`config.mk`:
```
export PLATFORM = sky130hd
export DESIGN_NAME = ymTop
export DESIGN_NICKNAME = d
export VERILOG_FILES = /design/src/verilog/ymPkg.sv /design/src/verilog/ymReloadCounter.sv /design/src/verilog/ymRegs.sv /design/src/verilog/ymTimers.sv /design/src/verilog/ymSsgTone.sv /design/src/verilog/ymTop.sv
export SDC_FILE = /design/constraint.sdc
export NUM_CORES = 1
export LEC_CHECK = 0
export BUFFER_PORTS_ARGS = -buffer_cell sky130_fd_sc_hd__buf_2
export CAP_MARGIN = 10
export CORE_MARGIN = 1
export CORE_UTILIZATION = 30
export CTS_CLUSTER_DIAMETER = 150
export DETAILED_ROUTE_END_ITERATION = 10
export SLEW_MARGIN = 20
export SYNTH_ARGS = -nofsm -noshare
export SYNTH_HDL_FRONTEND = slang
export SYNTH_HIERARCHICAL = 1
export SYNTH_SLANG_ARGS = --single-unit
```
`constraint.sdc`:
```
create_clock -name PHI_S -period 6.1 [get_ports PHI_S]
set_clock_uncertainty 0.2 [all_clocks]
set_input_delay 0 -clock PHI_S [delete_from_list [all_inputs] [get_ports PHI_S]]
set_output_delay 0 -clock PHI_S [all_outputs]
set_load 0.02 [all_outputs]
```
`src/verilog/ymPkg.sv`:
```
package ymPkg;

	// Part A register map
	localparam logic [7:0] regSsgFreqALo = 8'h00;
	localparam logic [7:0] regSsgFreqAHi = 8'h01;
	localparam logic [7:0] regSsgFreqBLo = 8'h02;
	localparam logic [7:0] regSsgFreqBHi = 8'h03;
	localparam logic [7:0] regSsgFreqCLo = 8'h04;
	localparam logic [7:0] regSsgFreqCHi = 8'h05;
	localparam logic [7:0] regSsgEnable = 8'h07;
	localparam logic [7:0] regSsgVolA = 8'h08;
	localparam logic [7:0] regSsgVolB = 8'h09;
	localparam logic [7:0] regSsgVolC = 8'h0A;
	localparam logic [7:0] regTimerALo = 8'h24;
	localparam logic [7:0] regTimerAHi = 8'h25;
	localparam logic [7:0] regTimerB = 8'h26;
	localparam logic [7:0] regTimerConfig = 8'h27;

	// Bits of the timer config register
	localparam int cfgLoadA = 0;
	localparam int cfgLoadB = 1;
	localparam int cfgIrqA = 2;
	localparam int cfgIrqB = 3;
	localparam int cfgResetA = 4;
	localparam int cfgResetB = 5;

	// Clock dividers
	localparam int timerPrescale = 72;
	localparam int timerBDivide = 16;
	localparam int ssgPrescale = 8;

	localparam int timerPreW = $clog2(timerPrescale);
	localparam int timerDivW = $clog2(timerBDivide);
	localparam int ssgPreW = $clog2(ssgPrescale);

	typedef logic [9:0] timerACountT;
	typedef logic [7:0] timerBCountT;
	typedef logic [11:0] toneCountT;

	// Bit 4 selects envelope mode
	typedef logic [4:0] volT;

endpackage

```
`src/verilog/ymReloadCounter.sv`:
```
module ymReloadCounter #(
	parameter type countT = logic [7:0]
) (
	input logic PHI_S,
	input logic nRESET,
	input logic run,
	input logic tick,
	input countT reload,
	output logic wrap
);

	countT count;

	// Period is reload + 1 ticks
	always_ff @(posedge PHI_S)
	begin
		if (!nRESET)
		begin
			count <= '0;
			wrap <= 1'b0;
		end
		else
		begin
			wrap <= 1'b0;
			if (!run)
				count <= reload;
			else if (tick)
			begin
				if (count == '0)
				begin
					count <= reload;
					wrap <= 1'b1;
				end
				else
					count <= count - 1'b1;
			end
		end
	end

endmodule

```
`src/verilog/ymRegs.sv`:
```
module ymRegs import ymPkg::*; (
	input logic PHI_S,
	input logic nRESET,
	input logic nWRITE_S,
	input logic [1:0] ADDR_S,
	input logic [7:0] DATA_S,
	output logic busy,

	output toneCountT ssgFreqA,
	output toneCountT ssgFreqB,
	output toneCountT ssgFreqC,
	output logic [5:0] ssgEnable,
	output volT ssgVolA,
	output volT ssgVolB,
	output volT ssgVolC,

	output timerACountT timerALoad,
	output timerBCountT timerBLoad,
	output logic [7:0] timerConfig,
	output logic configWritten
);

	logic [7:0] addrA;
	logic [7:0] addrB;
	logic accept;

	// One write per low phase of nWRITE_S
	assign accept = !nWRITE_S && !busy;

	always_ff @(posedge PHI_S)
	begin
		if (!nRESET)
			busy <= 1'b0;
		else
			busy <= !nWRITE_S;
	end

	// Address latches, bit 1 of ADDR_S picks the part
	always_ff @(posedge PHI_S)
	begin
		if (!nRESET)
		begin
			addrA <= 8'h00;
			addrB <= 8'h00;
		end
		else if (accept && !ADDR_S[0])
		begin
			if (!ADDR_S[1])
				addrA <= DATA_S;
			else
				addrB <= DATA_S;
		end
	end

	// Part A data decode
	always_ff @(posedge PHI_S)
	begin
		if (!nRESET)
		begin
			ssgFreqA <= '0;
			ssgFreqB <= '0;
			ssgFreqC <= '0;
			ssgEnable <= 6'h3F;
			ssgVolA <= '0;
			ssgVolB <= '0;
			ssgVolC <= '0;
			timerALoad <= '0;
			timerBLoad <= '0;
			timerConfig <= 8'h00;
			configWritten <= 1'b0;
		end
		else
		begin
			configWritten <= 1'b0;
			if (accept && ADDR_S[0] && !ADDR_S[1])
			begin
				case (addrA)
					regSsgFreqALo:
						ssgFreqA[7:0] <= DATA_S;
					regSsgFreqAHi:
						ssgFreqA[11:8] <= DATA_S[3:0];
					regSsgFreqBLo:
						ssgFreqB[7:0] <= DATA_S;
					regSsgFreqBHi:
						ssgFreqB[11:8] <= DATA_S[3:0];
					regSsgFreqCLo:
						ssgFreqC[7:0] <= DATA_S;
					regSsgFreqCHi:
						ssgFreqC[11:8] <= DATA_S[3:0];
					regSsgEnable:
						ssgEnable <= DATA_S[5:0];
					regSsgVolA:
						ssgVolA <= DATA_S[4:0];
					regSsgVolB:
						ssgVolB <= DATA_S[4:0];
					regSsgVolC:
						ssgVolC <= DATA_S[4:0];
					regTimerALo:
						timerALoad[7:0] <= DATA_S;
					regTimerAHi:
						timerALoad[9:8] <= DATA_S[1:0];
					regTimerB:
						timerBLoad <= DATA_S;
					regTimerConfig:
					begin
						timerConfig <= DATA_S;
						configWritten <= 1'b1;
					end
					default:
						;
				endcase
			end
			// Part B data goes to the ADPCM units, not present here
		end
	end

endmodule

```
`src/verilog/ymTimers.sv`:
```
module ymTimers import ymPkg::*; (
	input logic PHI_S,
	input logic nRESET,
	input timerACountT timerALoad,
	input timerBCountT timerBLoad,
	input logic [7:0] timerConfig,
	input logic configWritten,
	output logic flagA,
	output logic flagB,
	output logic nIRQ
);

	logic [timerPreW-1:0] preCnt;
	logic [timerDivW-1:0] divCnt;
	logic tickA;
	logic tickB;
	logic wrapA;
	logic wrapB;

	assign tickA = (preCnt == timerPreW'(timerPrescale - 1));
	assign tickB = tickA && (divCnt == timerDivW'(timerBDivide - 1));

	// Free running, so the first tick after a start is partial
	always_ff @(posedge PHI_S)
	begin
		if (!nRESET)
		begin
			preCnt <= '0;
			divCnt <= '0;
		end
		else
		begin
			if (tickA)
			begin
				preCnt <= '0;
				divCnt <= divCnt + 1'b1;
			end
			else
				preCnt <= preCnt + 1'b1;
		end
	end

	// Complemented load gives 1024 - load and 256 - load
	ymReloadCounter #(.countT(timerACountT)) counterA (
		.PHI_S(PHI_S),
		.nRESET(nRESET),
		.run(timerConfig[cfgLoadA]),
		.tick(tickA),
		.reload(~timerALoad),
		.wrap(wrapA)
	);

	ymReloadCounter #(.countT(timerBCountT)) counterB (
		.PHI_S(PHI_S),
		.nRESET(nRESET),
		.run(timerConfig[cfgLoadB]),
		.tick(tickB),
		.reload(~timerBLoad),
		.wrap(wrapB)
	);

	always_ff @(posedge PHI_S)
	begin
		if (!nRESET)
		begin
			flagA <= 1'b0;
			flagB <= 1'b0;
			nIRQ <= 1'b1;
		end
		else
		begin
			if (wrapA)
				flagA <= 1'b1;
			else if (configWritten && timerConfig[cfgResetA])
				flagA <= 1'b0;

			if (wrapB)
				flagB <= 1'b1;
			else if (configWritten && timerConfig[cfgResetB])
				flagB <= 1'b0;

			nIRQ <= !((flagA && timerConfig[cfgIrqA]) || (flagB && timerConfig[cfgIrqB]));
		end
	end

endmodule

```
`src/verilog/ymSsgTone.sv`:
```
module ymSsgTone import ymPkg::*; (
	input logic PHI_S,
	input logic nRESET,
	input toneCountT ssgFreqA,
	input toneCountT ssgFreqB,
	input toneCountT ssgFreqC,
	input logic [5:0] ssgEnable,
	input volT ssgVolA,
	input volT ssgVolB,
	input volT ssgVolC,
	output logic [3:0] levelA,
	output logic [3:0] levelB,
	output logic [3:0] levelC
);

	logic [ssgPreW-1:0] preCnt;
	logic tick;
	toneCountT freq [3];
	volT vol [3];
	logic [3:0] level [3];

	assign freq[0] = ssgFreqA;
	assign freq[1] = ssgFreqB;
	assign freq[2] = ssgFreqC;
	assign vol[0] = ssgVolA;
	assign vol[1] = ssgVolB;
	assign vol[2] = ssgVolC;

	assign tick = (preCnt == ssgPreW'(ssgPrescale - 1));

	always_ff @(posedge PHI_S)
	begin
		if (!nRESET)
			preCnt <= '0;
		else
			preCnt <= preCnt + 1'b1;
	end

	for (genvar i = 0; i < 3; i++)
	begin : chan
		toneCountT reload;
		logic wrap;
		logic square;

		// Zero plays like one
		assign reload = (freq[i] == '0) ? '0 : freq[i] - 1'b1;

		ymReloadCounter #(.countT(toneCountT)) counter (
			.PHI_S(PHI_S),
			.nRESET(nRESET),
			.run(!ssgEnable[i]),
			.tick(tick),
			.reload(reload),
			.wrap(wrap)
		);

		always_ff @(posedge PHI_S)
		begin
			if (!nRESET)
			begin
				square <= 1'b0;
				level[i] <= 4'd0;
			end
			else
			begin
				if (wrap)
					square <= !square;
				// Enable is active low
				level[i] <= (!ssgEnable[i] && square) ? vol[i][3:0] : 4'd0;
			end
		end
	end

	assign levelA = level[0];
	assign levelB = level[1];
	assign levelC = level[2];

endmodule

```
`src/verilog/ymTop.sv`:
```
module ymTop import ymPkg::*; (
	input logic PHI_S,
	input logic nRESET,
	input logic nWRITE_S,
	input logic [1:0] ADDR_S,
	input logic [7:0] DATA_S,
	output logic busy,
	output logic flagA,
	output logic flagB,
	output logic nIRQ,
	output logic [3:0] levelA,
	output logic [3:0] levelB,
	output logic [3:0] levelC
);

	toneCountT ssgFreqA;
	toneCountT ssgFreqB;
	toneCountT ssgFreqC;
	logic [5:0] ssgEnable;
	volT ssgVolA;
	volT ssgVolB;
	volT ssgVolC;
	timerACountT timerALoad;
	timerBCountT timerBLoad;
	logic [7:0] timerConfig;
	logic configWritten;

	ymRegs regs (
		.PHI_S(PHI_S),
		.nRESET(nRESET),
		.nWRITE_S(nWRITE_S),
		.ADDR_S(ADDR_S),
		.DATA_S(DATA_S),
		.busy(busy),
		.ssgFreqA(ssgFreqA),
		.ssgFreqB(ssgFreqB),
		.ssgFreqC(ssgFreqC),
		.ssgEnable(ssgEnable),
		.ssgVolA(ssgVolA),
		.ssgVolB(ssgVolB),
		.ssgVolC(ssgVolC),
		.timerALoad(timerALoad),
		.timerBLoad(timerBLoad),
		.timerConfig(timerConfig),
		.configWritten(configWritten)
	);

	ymTimers timers (
		.PHI_S(PHI_S),
		.nRESET(nRESET),
		.timerALoad(timerALoad),
		.timerBLoad(timerBLoad),
		.timerConfig(timerConfig),
		.configWritten(configWritten),
		.flagA(flagA),
		.flagB(flagB),
		.nIRQ(nIRQ)
	);

	ymSsgTone tone (
		.PHI_S(PHI_S),
		.nRESET(nRESET),
		.ssgFreqA(ssgFreqA),
		.ssgFreqB(ssgFreqB),
		.ssgFreqC(ssgFreqC),
		.ssgEnable(ssgEnable),
		.ssgVolA(ssgVolA),
		.ssgVolB(ssgVolB),
		.ssgVolC(ssgVolC),
		.levelA(levelA),
		.levelB(levelB),
		.levelC(levelC)
	);

endmodule

```
==> run_results.csv <==
group,metric,value,unit
run_status,run_status,"completed",
clock_tree,numCtsBuffers,17,
global_routing,grt_max_degree,99,
sta,relSlewSlack,27.0,%
pwr,power.density,238,nW/um2
worst_setup_path,startpoint_type,"register",
clock_tree,clock-sinks,176,
worst_setup_path,cp_max_fo,10,
worst_setup_path,r2r_end,"timers/counterB/count[6]",
worst_setup_path,arrival,3.32,ns
clock_tree,root_buffer,"clkbuf_16",
die,core_area,30700,um2
global_routing,antenna_found_initial,0,
drt,ant_nets,0,
pwr,p_int,1.82,mW
clock_tree,cts_htree_levels,4,
finish,syn2layout_area_growth,12.5,%
pwr,ir_drop,0.198,mV
placement,port-buffer-count,28,
finish,final_util,34.3,%
clock_tree,cts_tree,"done",
die,ios,29,
worst_hold_path,holdPathEnd,"regs/busy",
drt,via_count,7550,
die,die_x,179,um
clock_tree,worstSkewPairLatency,0.44,ns
global_routing,grt_pass1_wl,36500,um
sta,rsz0062_at_grt,"no",
global_routing,overflow,0,
sta,worst_pin_slew,1.09,ns
pwr,pwr-share-clk,43.1,%
synth,syn_nets,1064,
worst_setup_path,reg2regPathDepth,8,
synth,yosys_warnings,6,
sta,period_share,51.7,%
pwr,seqPwrFrac,48.0,%
synth,avgSynthCellArea,9.06,um2
finish,drive_gt1_share,12.8,%
pwr,combPwrFrac,8.9,%
synth,synth_cells,1032,
die,num_rows,64,
clock_tree,clk_pin_slew,0.08,ns
global_routing,grtUsageTotal,14.3,%
placement,hpwlAfterDp,15100,um
worst_setup_path,critPathKind,"reg -> reg",
sta,setup_tns,0,ns
pwr,netSwitchingPower,690,uW
synth,syn_area,9350,um2
finish,nets,1085,
sta,max_freq,0.317,GHz
sta,report.final.slew_viol_count,0,
drt,wl_per_cell,14.8,um
drt,drc,0,
drt,drt_pass1_iterations,5,
clock_tree,post_cts_buffers,0,
finish,antenna_cells,0,
clock_tree,clk_path_buf_depth,2,
worst_hold_path,hold_path_class,"in -> reg",
sta,hold_viol_final,0,
die,start_util,30.5,%
worst_hold_path,whs_path_depth,3,
placement,place.gp.congestion,0.846,
sta,final.min_clock_period,3.15,ns
worst_hold_path,min-delay-start,"nWRITE_S",
pwr,swShare,27.5,%
die,fp.dieH,179,um
worst_setup_path,reg2reg_slack,2.95,ns
worst_setup_path,endpoint_kind,"register",
pwr,p_leak,4.09,nW
die,fp.dieArea,31900,um2
job,maxCapViolations,0,
sta,setup_viol,0,
drt,wl,21700,um
worst_setup_path,required,6.26,ns
global_routing,grt_pass1_vias,7291,
worst_setup_path,rr_startpoint,"timers/preCnt[0]",
drt,drt_iter0_drc,607,
drt,via_per_inst,5.16,
what timing repair did:
action                                  in CTS  in global routing
endpoints found under the hold margin       79                  0
hold buffers                                19                  0
gates resized for setup                      0                  0
endpoints found under the setup margin       0                  0
placed cells by master (no fill, tap or decap), types with 5 or more instances in the layout:
cell	n
a21oi_1	53
a311oi_1	7
a31oi_1	14
and2_1	20
and3_1	6
buf_2	27
clkbuf_16	17
dfxtp_1	176
dlygate4sd3_1	19
ha_1	19
inv_1	62
inv_8	5
mux2_2	8
mux2i_1	108
nand2_1	122
nand2b_1	10
nand3_1	18
nand3b_1	8
nand4_1	10
nor2_1	66
nor3_1	23
nor3_2	5
nor3b_1	9
nor4_1	12
nor4_4	9
nor4b_4	7
o211ai_1	5
o21ai_0	35
o22ai_1	8
o2bb2ai_1	15
o31a_1	7
o31ai_1	10
or2_2	5
or3_1	13
or3b_2	10
or4_1	18
or4b_2	7
xor2_1	8
power by group through the flow:
| stage | sequential (mW) | clock [mW] | combinational [mW] |
|---|---|---|---|
| floorplan | 1.22 | 0 | 0.168 |
| global placement | 1.23 | 0 | 0.210 |
| detailed placement | 1.23 | 0 | 0.212 |
| CTS | 1.20 | 1.11 | 0.222 |
| global route | 1.21 | 1.16 | 0.246 |
| finish | 1.20 | 1.08 | 0.223 |
critical path, stage by stage, from the launching register on:
cell,delay [ns]
dfxtp_1,0.36
ha_1,0.24
nand4bb_1,0.31
nor3_1,0.33
and3_1,0.31
or4b_2,0.65
o21ai_0,0.43
nand2_1,0.11
a21oi_1,0.15
per-stage QoR:
| step | instances | hold WS [ns] | worst slack, ns | instance area, um2 | power (mW) |
|---|---|---|---|---|---|
| 2_1_floorplan | 1032 | -0.138 | 3.45 | 9350 | 1.39 |
| 3_3_place_gp | 1411 | 0.0189 | 3.08 | 9750 | 1.44 |
| 3_5_place_dp | 1411 | 0.0367 | 3.00 | 9750 | 1.44 |
| 4_1_cts | 1462 | 0.106 | 2.97 | 10500 | 2.53 |
| 5_1_grt | 1462 | 0.140 | 2.67 | 10500 | 2.61 |
| 6_report | 1462 | 0.135 | 2.95 | 10500 | 2.51 |
worst max-delay path by stage:
stage                     start                  endpoint  slack (ns)  cells after the start
2_1_floorplan  timers/preCnt[0]  timers/counterB/count[6]        3.45                      9
3_3_place_gp   timers/preCnt[0]  timers/counterB/count[6]        3.08                      8
3_5_place_dp   timers/preCnt[0]  timers/counterB/count[6]        3.00                      8
4_1_cts        timers/preCnt[0]  timers/counterB/count[6]        2.97                      8
5_1_grt        timers/preCnt[0]  timers/counterB/count[6]        2.67                      8
6_report       timers/preCnt[0]  timers/counterB/count[6]        2.95                      8
routing by layer:
metal	global-route usage, %	up-vias	part of all wire (%)
li1	-	3771	-
met1	19.2	3629	49
met2	22.8	129	46
met3	2.73	21	3.6
met4	4.56	0	1.2
met5	0	-	0
registers in the layout (all words and copies together) (netlist names), 4 cells and up:
signal	flops
tone/chan.counter/count	36
regs/addrA	8
regs/ssgFreqA	12
regs/timerConfig	6
regs/ssgFreqC	12
regs/ssgFreqB	12
regs/timerALoad	10
timers/counterA/count	10
timers/counterB/count	8
regs/ssgVolC	4
regs/timerBLoad	8
regs/ssgVolB	4
timers/divCnt	4
regs/ssgVolA	4
timers/preCnt	7
tone/level	12
cell type report:
cell class	count	area, um2
Fill cell	3166	20100
Timing Repair Buffer	49	360
Sequential cell	176	3520
Inverter	63	236
Clock inverter	13	139
Multi-Input combinational cell	746	5320
Clock buffer	19	443
Tap cell	396	495
Power figures use the tool's default switching activity.
